$ cat src/include/commit_settings.svh
`ifndef COMMIT_SETTINGS_SVH
`define COMMIT_SETTINGS_SVH

// datapath widths
`define COMMIT_XLEN    32
`define COMMIT_AOP_W   8
`define COMMIT_EXCP_W  16

// general exception entry
`define COMMIT_EENTRY  32'h1c00_8000

// aluop codes of the special ops seen at commit
`define COMMIT_OP_ERTN     8'h6a
`define COMMIT_OP_SYSCALL  8'h6b
`define COMMIT_OP_BREAK    8'h6c
`define COMMIT_OP_IDLE     8'h6d
`define COMMIT_OP_CSRRD    8'h70
`define COMMIT_OP_CSRWR    8'h71
`define COMMIT_OP_CSRXCHG  8'h72
// tlbsrch, tlbrd, tlbwr, tlbfill and invtlb all share one code here
`define COMMIT_OP_TLBOP    8'h74
`define COMMIT_OP_CACOP    8'h78

`endif

$ cat src/commit_pkg.sv
`include "commit_settings.svh"

package commit_pkg;

    // exception codes, LoongArch numbering
    typedef enum logic [5:0] {
        ECODE_INT  = 6'h00,
        ECODE_PIL  = 6'h01,
        ECODE_PIS  = 6'h02,
        ECODE_PIF  = 6'h03,
        ECODE_PME  = 6'h04,
        ECODE_PPI  = 6'h07,
        // ADEF and ADEM, told apart by esubcode
        ECODE_ADE  = 6'h08,
        ECODE_ALE  = 6'h09,
        ECODE_SYS  = 6'h0b,
        ECODE_BRK  = 6'h0c,
        ECODE_INE  = 6'h0d,
        ECODE_IPE  = 6'h0e,
        ECODE_TLBR = 6'h3f
    } ecode_e;

    localparam logic [8:0] ESUBCODE_ADEF = 9'd0;
    localparam logic [8:0] ESUBCODE_ADEM = 9'd1;

    // register file write request
    typedef struct packed {
        logic       we;
        logic [4:0] waddr;
        logic [`COMMIT_XLEN-1:0] wdata;
    } reg_wr_t;

    // one writeback lane from the memory stage
    typedef struct packed {
        logic                     valid;
        logic [`COMMIT_XLEN-1:0]  pc;
        logic [`COMMIT_AOP_W-1:0] aluop;
        reg_wr_t                  reg_wr;
        logic [`COMMIT_EXCP_W-1:0] excp_num;
        logic [`COMMIT_XLEN-1:0]  mem_addr;
    } wb_lane_t;

    typedef struct packed {
        wb_lane_t lane0;
        wb_lane_t lane1;
    } wb_pair_t;

    // trap record handed to the CSR file
    typedef struct packed {
        logic [`COMMIT_XLEN-1:0] era;
        ecode_e                  ecode;
        logic [8:0]              esubcode;
        logic                    va_error;
        logic [`COMMIT_XLEN-1:0] badv;
        logic                    tlb_refill;
        logic                    tlb_excp;
        logic [18:0]             vppn;
    } trap_t;

    // front-end redirect
    typedef struct packed {
        logic                    valid;
        logic [`COMMIT_XLEN-1:0] target;
    } redirect_t;

endpackage

$ cat src/pipe_reg.sv
`timescale 1ns/1ps

module pipe_reg #(
    parameter type payload_t = logic
) (
    input  logic     clk,
    input  logic     rst,
    input  logic     flush_i,
    input  payload_t d_i,
    output payload_t q_o
);

    payload_t q;

    // a flushed stage holds a bubble
    always_ff @(posedge clk) begin
        if (rst || flush_i) begin
            q <= '0;
        end else begin
            q <= d_i;
        end
    end

    assign q_o = q;

    // nothing from a flushed cycle survives into the stage
    a_flush_clears: assert property (
        @(posedge clk) disable iff (rst)
        flush_i |=> (q_o == '0)
    );

endmodule

$ cat src/excp_encode.sv
`timescale 1ns/1ps

module excp_encode import commit_pkg::*; (
    input  wb_pair_t pair_i,
    output logic     excp_o,
    output trap_t    trap_o
);

    logic     lane0_excp;
    logic     lane1_excp;
    wb_lane_t rep;

    assign lane0_excp = pair_i.lane0.valid && (|pair_i.lane0.excp_num);
    assign lane1_excp = pair_i.lane1.valid && (|pair_i.lane1.excp_num);

    // lane 0 has priority
    assign rep    = lane0_excp ? pair_i.lane0 : pair_i.lane1;
    assign excp_o = lane0_excp || lane1_excp;

    always_comb begin
        logic [3:0]  idx;
        ecode_e      ecode;
        logic [8:0]  subcode;
        logic        from_pc;
        logic        from_mem;
        logic        refill;
        logic        tlb;
        logic [31:0] addr;

        // lowest set bit wins, so scan downwards
        idx = 4'd0;
        for (int i = 15; i >= 0; i--) begin
            if (rep.excp_num[i]) begin
                idx = 4'(i);
            end
        end

        ecode    = ECODE_INT;
        subcode  = ESUBCODE_ADEF;
        from_pc  = 1'b0;
        from_mem = 1'b0;
        refill   = 1'b0;
        tlb      = 1'b0;
        case (idx)
            4'd1: begin ecode = ECODE_ADE;  from_pc = 1'b1; end
            4'd2: begin ecode = ECODE_TLBR; from_pc = 1'b1; refill = 1'b1; tlb = 1'b1; end
            4'd3: begin ecode = ECODE_PIF;  from_pc = 1'b1; tlb = 1'b1; end
            4'd4: begin ecode = ECODE_PPI;  from_pc = 1'b1; tlb = 1'b1; end
            4'd5: ecode = ECODE_SYS;
            4'd6: ecode = ECODE_BRK;
            4'd7: ecode = ECODE_INE;
            4'd8: ecode = ECODE_IPE;
            4'd9: begin ecode = ECODE_ALE;  from_mem = 1'b1; end
            4'd10: begin
                ecode    = ECODE_ADE;
                subcode  = ESUBCODE_ADEM;
                from_mem = 1'b1;
            end
            4'd11: begin ecode = ECODE_TLBR; from_mem = 1'b1; refill = 1'b1; tlb = 1'b1; end
            4'd12: begin ecode = ECODE_PME;  from_mem = 1'b1; tlb = 1'b1; end
            4'd13: begin ecode = ECODE_PPI;  from_mem = 1'b1; tlb = 1'b1; end
            4'd14: begin ecode = ECODE_PIS;  from_mem = 1'b1; tlb = 1'b1; end
            4'd15: begin ecode = ECODE_PIL;  from_mem = 1'b1; tlb = 1'b1; end
            default: ecode = ECODE_INT;
        endcase

        // fetch faults report the pc, data faults the access address
        addr = from_pc ? rep.pc : (from_mem ? rep.mem_addr : '0);

        trap_o = '0;
        if (excp_o) begin
            trap_o.era        = rep.pc;
            trap_o.ecode      = ecode;
            trap_o.esubcode   = subcode;
            trap_o.va_error   = from_pc || from_mem;
            trap_o.badv       = addr;
            trap_o.tlb_refill = refill;
            trap_o.tlb_excp   = tlb;
            trap_o.vppn       = addr[31:13];
        end
    end

endmodule

$ cat src/commit_ctrl.sv
`timescale 1ns/1ps
`include "commit_settings.svh"

module commit_ctrl import commit_pkg::*; (
    input  logic       clk,
    input  logic       rst,

    input  wb_pair_t   pair_i,
    input  logic       excp_i,
    input  logic       branch0_i,

    input  logic [1:0] ex_stallreq_i,
    input  logic [1:0] mem_stallreq_i,
    input  logic       dispatch_stallreq_i,
    input  logic       pri_issue_i,

    output reg_wr_t    reg_wr0_o,
    output reg_wr_t    reg_wr1_o,
    output logic       flush_o,
    output logic [1:0] ex_mem_flush_o,
    output logic       ertn_o,
    output logic [4:0] stall_o,
    output logic       pri_stall_o
);

    wb_lane_t lane0;
    wb_lane_t lane1;
    logic [`COMMIT_AOP_W-1:0] op0;

    logic lane0_excp;
    logic lane1_excp;
    logic lane0_ends_group;
    logic lane0_pri;
    logic pri_stall_q;

    assign lane0 = pair_i.lane0;
    assign lane1 = pair_i.lane1;
    assign op0   = lane0.aluop;

    assign lane0_excp = lane0.valid && (|lane0.excp_num);
    assign lane1_excp = lane1.valid && (|lane1.excp_num);

    // ops after which lane 1 must not retire
    assign lane0_ends_group = lane0.valid &&
                              (op0 == `COMMIT_OP_ERTN  || op0 == `COMMIT_OP_SYSCALL ||
                               op0 == `COMMIT_OP_BREAK || op0 == `COMMIT_OP_IDLE);

    // privileged ops only issue alone, so they retire in lane 0
    assign lane0_pri = lane0.valid &&
                       (op0 == `COMMIT_OP_CSRRD   || op0 == `COMMIT_OP_CSRWR   ||
                        op0 == `COMMIT_OP_CSRXCHG || op0 == `COMMIT_OP_SYSCALL ||
                        op0 == `COMMIT_OP_BREAK   || op0 == `COMMIT_OP_ERTN    ||
                        op0 == `COMMIT_OP_IDLE    || op0 == `COMMIT_OP_TLBOP   ||
                        op0 == `COMMIT_OP_CACOP);

    // register file write ports
    assign reg_wr0_o = (lane0.valid && !lane0_excp) ? lane0.reg_wr : '0;
    assign reg_wr1_o = (lane1.valid && !lane1_excp && !excp_i && !lane0_ends_group) ?
                       lane1.reg_wr : '0;

    // flushes
    assign ertn_o = (lane0.valid && lane0.aluop == `COMMIT_OP_ERTN) ||
                    (lane1.valid && lane1.aluop == `COMMIT_OP_ERTN);
    assign flush_o = excp_i || ertn_o;

    // lane 1 is also squashed behind a taken branch in lane 0
    assign ex_mem_flush_o[0] = flush_o;
    assign ex_mem_flush_o[1] = flush_o || branch0_i;

    // stall arbitration, later stages first
    always_comb begin
        if ((|ex_stallreq_i) || (|mem_stallreq_i)) begin
            stall_o = 5'b11110;
        end else if (dispatch_stallreq_i) begin
            stall_o = 5'b11100;
        end else begin
            stall_o = 5'b00000;
        end
    end

    // privileged issue barrier
    always_ff @(posedge clk) begin
        if (rst) begin
            pri_stall_q <= 1'b0;
        end else if (pri_issue_i) begin
            // a new issue wins over a commit in the same cycle
            pri_stall_q <= 1'b1;
        end else if (lane0_pri || excp_i) begin
            pri_stall_q <= 1'b0;
        end
    end

    assign pri_stall_o = pri_stall_q;

    // lane 1 retires only behind a clean lane 0
    a_no_wr1_behind_excp: assert property (
        @(posedge clk) disable iff (rst)
        lane0_excp |-> !reg_wr1_o.we
    );

endmodule

$ cat src/trap_csr.sv
`timescale 1ns/1ps
`include "commit_settings.svh"

module trap_csr import commit_pkg::*; (
    input  logic      clk,
    input  logic      rst,
    input  logic      excp_i,
    input  logic      ertn_i,
    input  trap_t     trap_i,
    output trap_t     trap_o,
    output redirect_t redirect_o
);

    trap_t     trap_q;
    redirect_t redir_q;

    // trap record held until the next exception
    always_ff @(posedge clk) begin
        if (rst) begin
            trap_q <= '0;
        end else if (excp_i) begin
            trap_q <= trap_i;
        end
    end

    // exception entry beats the return address
    always_ff @(posedge clk) begin
        if (rst) begin
            redir_q <= '0;
        end else begin
            redir_q.valid <= excp_i || ertn_i;
            if (excp_i) begin
                redir_q.target <= `COMMIT_EENTRY;
            end else if (ertn_i) begin
                redir_q.target <= trap_q.era;
            end else begin
                redir_q.target <= '0;
            end
        end
    end

    assign trap_o     = trap_q;
    assign redirect_o = redir_q;

    // the group behind a redirect is flushed, so redirects never come back to back
    a_no_back_to_back: assert property (
        @(posedge clk) disable iff (rst)
        (excp_i || ertn_i) |=> !(excp_i || ertn_i)
    );

endmodule

$ cat src/commit_top.sv
`timescale 1ns/1ps

module commit_top import commit_pkg::*; (
    input  logic       clk,
    input  logic       rst,

    input  wb_lane_t   lane0_i,
    input  wb_lane_t   lane1_i,

    input  logic [1:0] ex_stallreq_i,
    input  logic [1:0] mem_stallreq_i,
    input  logic       dispatch_stallreq_i,
    input  logic       pri_issue_i,
    input  logic       branch0_i,

    output reg_wr_t    reg_wr0_o,
    output reg_wr_t    reg_wr1_o,
    output logic       flush_o,
    output logic [1:0] ex_mem_flush_o,
    output logic [4:0] stall_o,
    output logic       pri_stall_o,
    output trap_t      trap_o,
    output redirect_t  redirect_o
);

    wb_pair_t  pair_in;
    wb_pair_t  pair_q;
    logic      excp;
    logic      ertn;
    logic      flush;
    trap_t     trap_enc;
    redirect_t redirect_pre;

    assign pair_in.lane0 = lane0_i;
    assign pair_in.lane1 = lane1_i;

    // latch stage, dropped behind a flush
    pipe_reg #(.payload_t(wb_pair_t)) u_lane_stage (
        .clk     (clk),
        .rst     (rst),
        .flush_i (flush),
        .d_i     (pair_in),
        .q_o     (pair_q)
    );

    excp_encode u_excp_encode (
        .pair_i (pair_q),
        .excp_o (excp),
        .trap_o (trap_enc)
    );

    commit_ctrl u_commit_ctrl (
        .clk                 (clk),
        .rst                 (rst),
        .pair_i              (pair_q),
        .excp_i              (excp),
        .branch0_i           (branch0_i),
        .ex_stallreq_i       (ex_stallreq_i),
        .mem_stallreq_i      (mem_stallreq_i),
        .dispatch_stallreq_i (dispatch_stallreq_i),
        .pri_issue_i         (pri_issue_i),
        .reg_wr0_o           (reg_wr0_o),
        .reg_wr1_o           (reg_wr1_o),
        .flush_o             (flush),
        .ex_mem_flush_o      (ex_mem_flush_o),
        .ertn_o              (ertn),
        .stall_o             (stall_o),
        .pri_stall_o         (pri_stall_o)
    );

    trap_csr u_trap_csr (
        .clk        (clk),
        .rst        (rst),
        .excp_i     (excp),
        .ertn_i     (ertn),
        .trap_i     (trap_enc),
        .trap_o     (trap_o),
        .redirect_o (redirect_pre)
    );

    // second register on the way to fetch
    pipe_reg #(.payload_t(redirect_t)) u_redirect_stage (
        .clk     (clk),
        .rst     (rst),
        .flush_i (1'b0),
        .d_i     (redirect_pre),
        .q_o     (redirect_o)
    );

    assign flush_o = flush;

endmodule

$ cat config.mk
export PLATFORM = sky130hd
export DESIGN_NAME = commit_top
export DESIGN_NICKNAME = d
export VERILOG_FILES = /design/src/commit_pkg.sv /design/src/pipe_reg.sv /design/src/excp_encode.sv /design/src/commit_ctrl.sv /design/src/trap_csr.sv /design/src/commit_top.sv
export VERILOG_INCLUDE_DIRS = /design/src /design/src/include
export SDC_FILE = /design/constraint.sdc
export NUM_CORES = 1
export LEC_CHECK = 0
export ABC_AREA = 1
export BUFFER_PORTS_ARGS = -buffer_cell sky130_fd_sc_hd__buf_2
export CAP_MARGIN = 20
export CORE_AREA = 3 3 186 188
export DETAILED_ROUTE_END_ITERATION = 8
export DIE_AREA = 0 0 189 191
export MAX_ROUTING_LAYER = met4
export PLACE_DENSITY = 0.82
export RECOVER_POWER = 25
export SYNTH_ARGS = -nofsm -noshare
export SYNTH_HDL_FRONTEND = slang
export SYNTH_SLANG_ARGS = --single-unit
export TNS_END_PERCENT = 30
$ cat constraint.sdc
create_clock -name clk -period 3.6 [get_ports clk]
set_clock_uncertainty 0.05 [all_clocks]
set_input_delay 0.72 -clock clk [delete_from_list [all_inputs] [get_ports clk]]
set_output_delay 0.72 -clock clk [all_outputs]
set_load 0.01 [all_outputs]
==> results.md, run 1 <==
- Nets: 2697
- Die Width: around 190 um
- Period minus WS final: between 3 and 4 ns
- Ys flop type: dfxtp_1
- Maximum fanout along the worst path: 38
- Routed vias/inst: 4.502
- GRT Residual Overflow: 0
- Ports: between 400 and 500
- Reg clk slew, reported paths: around 0.06 ns
- Worst slew margin: -71.25%
- IO buf count: approximately 470
- Worst Setup SP: u_lane_stage.q_o[159]
- Kind of critical path: reg -> out
- Crit path to: reg_wr1_o[7]
- GPL Wtd Cong: around 0.9
- Root Driver: clkbuf_16
- H-tree Lvls: 2
- R2R Path Start: u_lane_stage.q_o[159]
- Fin. Hold Viols: 0
- Post-Syn Instances: about 2000
- WP data arrival: 2.57 ns
- Vias in the first global route: around 13000
- Outcome: complete, but fails checks
- Setup Buffers After CTS: 0
- Initial antenna violation count: 5
- Final total power: around 0.010 W
- First-pass GRT wire length: 66030 um
- Setup violators final: 0
- Post-synthesis sequential area ratio: a little over half
- Most common cell after layout, fill and taps aside: inv_1
- Initial Util: between 40% and 50%
- Core Area: between 30000 and 40000 um2
- Max Slew Vio Count: 61
- Setup TNS: 0 ns
- Clock Path Buffers: 3
- TritonCTS buffer count: 41
- Pwr/cell area: around 560 nW/um2
- DP Area: approximately 17000 um2
- Setup slack after placement: roughly 0.27 ns
- CTS tree: built
- Failing checks: capacitance limit, slew limit
- Pin count of the biggest net entering global routing: roughly 110
- Yosys warnings: 0
- Clock sinks: about 390
- R2r setup slk: 0.35 ns
- Number of synthesized flops with an enable pin: 0
- Final WL: about 44000 um
- Lkg Pwr: between 10 and 15 nW
- Crit path required time: around 2.8 ns
- Fraction of the cycle the final worst path needs: approximately 90%
- Max cap viols: 1
- Synth Register Bits: between 300 and 400
- DR vias: between 10000 and 15000
- FF-to-FF path depth: 17
- Synth Area per Inst: ~7.3 um2
- Unrepaired setup endpoints after global routing: false
- Synthesized cell area: about 15000 um2
- Highest-count cells in the layout ignoring fill and taps: inv_1, nand2_1, nor2_1
- Die area: about 36000 um2
- Reg2Reg Capture Point: u_trap_csr.trap_o[6]
- Die Y: between 150 and 200 um
- # hold bufs at CTS: 0
- Layout Area Growth over Synthesis: 26.27%
- Share of cells above drive strength 1: just under 20%
- DRC: 0
- Initial DRC count: 656
- Worst-margin pin slew: 2.569 ns
- Netlist cell types: 37
- Worst setup SP type: flop
- Worst setup margin: roughly 0.26 ns
- Worst vdd ir: 423.8 uV
- Drt wl/cell: between 15 and 20 um
- Total Routing Usage GR: between 20% and 30%
- Maximum clock frequency: between 0.2 and 0.3 GHz
- Min-delay worst type: reg -> reg
- DR pass1 iterations: 5
- Latest clock arrival within the worst-skew pair: 0.52 ns
- Post-DP HPWL: between 30000 and 40000 um
- CP endpoint kind: primary output
- Row cnt: 67
- Final instance area: around 18000 um2
- Fraction of registers with async set/reset: 0%
- DRT antenna net count: 0
[critical path: stages (launching register included)]
cell     delay, ns
dfxtp_1       0.32
nor2_1        0.11
nand2_1       0.07
nor2_2        0.14
nand2_2       0.10
nand2_4       0.25
inv_2         0.12
nor2_1        0.15
nand3_1       0.08
buf_4         0.25
nor2_1        0.26
buf_2         0.19
[metal layers]
metal | part of all wire (%) | wire (um) | GRT usage [%]
met3 | 7.4 | 3280 | 3.943
met5 | 0 | 0 | -
met1 | 39 | 17240 | 27.17
met4 | 3.2 | 1406 | 7.419
met2 | 51 | 22470 | 43.49
[final cells by class]
class	instances	area (um2)
diodes	5	12.51
clock buffers	57	1206
clock inverters	16	226.5
fillers	3035	14820
inverters	480	1802
multi-input cells	1025	4383
flip-flops and latches	394	7888
well taps	448	560.5
repair buffers	492	2385
[logic make-up (layout without fill, tap and decap cells)]
group | after synthesis | count (layout) | synth area share (%)
simple gates | 936 | 936 | 25.93
flops | 394 | 394 | 53.94
other cells | 1 | 14 | 0.02565
mux | 11 | 11 | 0.8044
compound gates | 69 | 69 | 2.790
buf+inv | 601 | 1045 | 16.51
[flip-flops by register name, summed over array words and instances, names as in the netlist]
signal                     count
u_trap_csr.trap_o             73
u_lane_stage.q_o             254
u_trap_csr.redirect_o         33
u_redirect_stage.q_o          33
u_commit_ctrl.pri_stall_o      1
[synthesized netlist by cell type, types with 5 or more instances]
| cell type | count | share of area, % |
|---|---|---|
| inv_2 | 5 | 0.13 |
| nor2_1 | 407 | 10 |
| dfxtp_1 | 394 | 54 |
| nand3_1 | 29 | 0.99 |
| o21ai_0 | 19 | 0.65 |
| inv_1 | 474 | 12 |
| nand2_2 | 9 | 0.39 |
| or2_2 | 5 | 0.21 |
| o22ai_1 | 27 | 1.2 |
| nand3b_1 | 15 | 0.77 |
| nand4_1 | 16 | 0.68 |
| buf_4 | 32 | 1.6 |
| clkbuf_1 | 73 | 1.9 |
| a21oi_1 | 12 | 0.41 |
| nor3_1 | 27 | 0.92 |
| buf_2 | 6 | 0.21 |
| nand2_1 | 413 | 11 |
| buf_1 | 6 | 0.15 |
| mux2i_1 | 9 | 0.62 |
| o211ai_1 | 5 | 0.26 |
[power breakdown]
group	switching, W	leakage (nW)	internal (W)
logic	0.000871	6.11	0.000406
clock network	0.00171	0.696	0.00270
registers	0.000104	3.23	0.00462
[metrics by stage]
step	util [%]	instances	hold slack, ns
2_1_floorplan	-	2020	0.3383
3_3_place_gp	51.57	2839	0.3421
3_5_place_dp	51.57	2839	0.3416
4_1_cts	55.87	2912	0.3320
5_1_grt	55.47	2916	0.3457
6_report	55.48	2917	0.3488
[how the worst min path moves through the flow]
stage / from / cells after the start / to / slack (ns)
after CTS: lane1_i[45] / 3 / u_lane_stage.q_o[45] / 0.33
after global routing: lane0_i[53] / 3 / u_lane_stage.q_o[180] / 0.35
final: u_trap_csr.redirect_o[6] / 2 / u_redirect_stage.q_o[6] / 0.35
after global placement: u_trap_csr.redirect_o[0] / 2 / u_redirect_stage.q_o[0] / 0.34
after detailed placement: u_trap_csr.redirect_o[8] / 2 / u_redirect_stage.q_o[8] / 0.34
after floorplan: u_trap_csr.redirect_o[0] / 2 / u_redirect_stage.q_o[0] / 0.34
[timing repair]
| action | CTS | global route |
|---|---|---|
| endpoints found under the setup margin | 0 | 33 |
| resized for setup | 0 | 1 |
| hold endpoints to repair | 0 | 0 |
No activity file was read; power rests on OpenSTA's default activity.
==> run 2, diff against run 1 <==
==> constraint.sdc (replaced) <==
create_clock -name clk -period 3.61 [get_ports clk]
set_clock_uncertainty 0.05 [all_clocks]
set_input_delay 0.722 -clock clk [delete_from_list [all_inputs] [get_ports clk]]
set_output_delay 0.722 -clock clk [all_outputs]
set_load 0.005 [all_outputs]
==> run 2 against run 1 <==
  * The flow still finishes with violations (capacitance limit, slew limit)
  * Global-route usage rose by 0.21 points
  * Sequential share of layout area fell by 0.13 points
  * Flip-flop and latch count did not move
  * Power fell by 1.3%
  * Sequential power barely moved
  * Non-clock buffer count rose by 4
  * Clock-buffer cell count rose by 1
  * Utilization rose by 0.17 points
  * Cell count rose by 0.10%
  * Critical path depth did not move
  * Clock power fell by 2%
  * Critical endpoint unchanged
  * Largest power group unchanged
==> results.md, run 2 (synthesis gave the netlist of run 1 again) <==
- Outcome: complete, but fails checks
- Failing checks: capacitance limit, slew limit
- Lkg Pwr: 10.23 nW
- DP Area: about 17000 um2
- Kind of critical path: reg -> out
- Final WL: 44630 um
- Unrepaired setup endpoints after global routing: false
- Initial Util: 43.93%
- Initial antenna violation count: 5
- Period minus WS final: 3.287 ns
- Ports: a little under 500
- Root Driver: clkbuf_16
- Maximum clock frequency: slightly above 0.3 GHz
- DR vias: 13280
- DRT antenna net count: 0
- Pin count of the biggest net entering global routing: between 60 and 70
- Worst slew margin: -70.96%
- Comb power frac: 12.3%
- Power Internal: around 0.0076 W
- GRT Residual Overflow: 0
- Most common cell after layout, fill and taps aside: inv_1
- First-pass GRT wire length: 66310 um
- FF/Latch Area: 7888 um2
- Die Y: 191 um
- Setup TNS: 0 ns
- Worst vdd ir: 340.0 uV
- Fraction of the cycle the final worst path needs: 91.06%
- Die Width: 189 um
- Area of the multi-input gates: between 4000 and 5000 um2
- Fillers: slightly above 3000
- Worst setup SP type: flop
- TritonCTS buffer count: around 40
- Latest clock arrival within the worst-skew pair: 0.52 ns
- Highest-count cells in the layout ignoring fill and taps: inv_1, nand2_1, nor2_1
- Clock power frac: about two fifths
- Core Area: approximately 33000 um2
- Max FFs per register: around 250
- IO buf count: approximately 470
- H-tree Lvls: 2
- Sw power: between 0.002 and 0.003 W
- Reg power frac: a little under half
- DR pass1 iterations: 5
- GPL Wtd Cong: around 0.91
- Layout Area Growth over Synthesis: 26.66%
- Share of cells above drive strength 1: 21.03%
- Die area: about 36000 um2
- Max cap viols: 1
- Vias in the first global route: roughly 13000
- Clock Path Buffers: 3
- Post-DP HPWL: around 34000 um
- Setup violators final: 0
- Routed vias/inst: approximately 4.5
- CTS tree: built
- DRC: 0
- Max Slew Vio Count: 61
- Pwr/cell area: 554.7 nW/um2
- Total Routing Usage GR: 24.21%
- Fin. Hold Viols: 0
- Reg clk slew, reported paths: around 0.06 ns
- Final instance area: about 19000 um2
- Maximum fanout along the worst path: 38
- Initial DRC count: roughly 840
- Drt wl/cell: approximately 15 um
- Min-delay worst type: reg -> reg
- Worst-margin pin slew: around 2.6 ns
- WP data arrival: ~2.5 ns
- Row cnt: 67
- Nets: around 2700
- CP endpoint kind: primary output
- Crit path required time: 2.84 ns
- Sw Ratio: ~26%
- Clock sinks: just under 400
- # hold bufs at CTS: 0
==> run 2: path summary, 6_finish.rpt <==
check	start	end	slack (ns)	cells after the start
max reg2reg	u_lane_stage.q_o[165]	u_trap_csr.trap_o[1]	0.49	17
min	u_trap_csr.redirect_o[16]	u_redirect_stage.q_o[16]	0.35	2
max	u_lane_stage.q_o[165]	reg_wr1_o[7]	0.32	11
min reg2reg	u_trap_csr.redirect_o[16]	u_redirect_stage.q_o[16]	0.35	2
==> run 2: worst max-delay path, cell delays in order (launching register included) <==
cell and delay [ns]:
dfxtp_1 0.31, nor2_1 0.10, nand2_1 0.07, nor2_2 0.16, nand2_2 0.10, nand2_4 0.25, inv_2 0.12, nor2_1 0.16
nand3_1 0.08, buf_4 0.25, nor2_1 0.23, buf_2 0.16
==> run 2: metal layers <==
metal  wire [um]  vias up  track usage [%]
met5           0        -                -
met4        2146        0            10.54
met3        3449      121            4.200
met2       22070      595            42.85
met1       16960     5971            26.88
li1            -     6594                -
==> run 2: power groups by stage <==
stage | Combinational (W) | Sequential (W) | Clock, W
detailed placement | 0.00126 | 0.00480 | 0
finish | 0.00126 | 0.00471 | 0.00431
floorplan | 0.000801 | 0.00478 | 0
global route | 0.00141 | 0.00473 | 0.00455
global placement | 0.00124 | 0.00479 | 0
CTS | 0.00127 | 0.00471 | 0.00437
==> run 2: final cells by class <==
| type | instances | area share [%] |
|---|---|---|
| Antenna cell | 4 | 0.05405 |
| Clock buffer | 58 | 6.438 |
| Clock inverter | 15 | 1.081 |
| Inverter | 480 | 9.728 |
| Multi-Input combinational cell | 1025 | 23.67 |
| Sequential cell | 394 | 42.59 |
| Tap cell | 448 | 3.027 |
| Timing Repair Buffer | 496 | 13.42 |
==> run 2: stage by stage <==
stage	total power (W)	hold slack (ns)	setup slack, ns	cells	util, %
floorplan	0.005576	0.3383	0.9916	2020	-
global placement	0.006036	0.3401	0.4248	2843	51.70
detailed placement	0.006062	0.3437	0.2289	2843	51.70
CTS	0.01035	0.3346	0.1921	2916	55.88
global route	0.01069	0.3441	0.07881	2920	55.65
finish	0.01027	0.3509	0.3226	2920	55.65
==> run 2: what timing repair did <==
action	in CTS	in global routing
resized for setup	0	2
buffers inserted	0	0
setup endpoints to repair	0	33
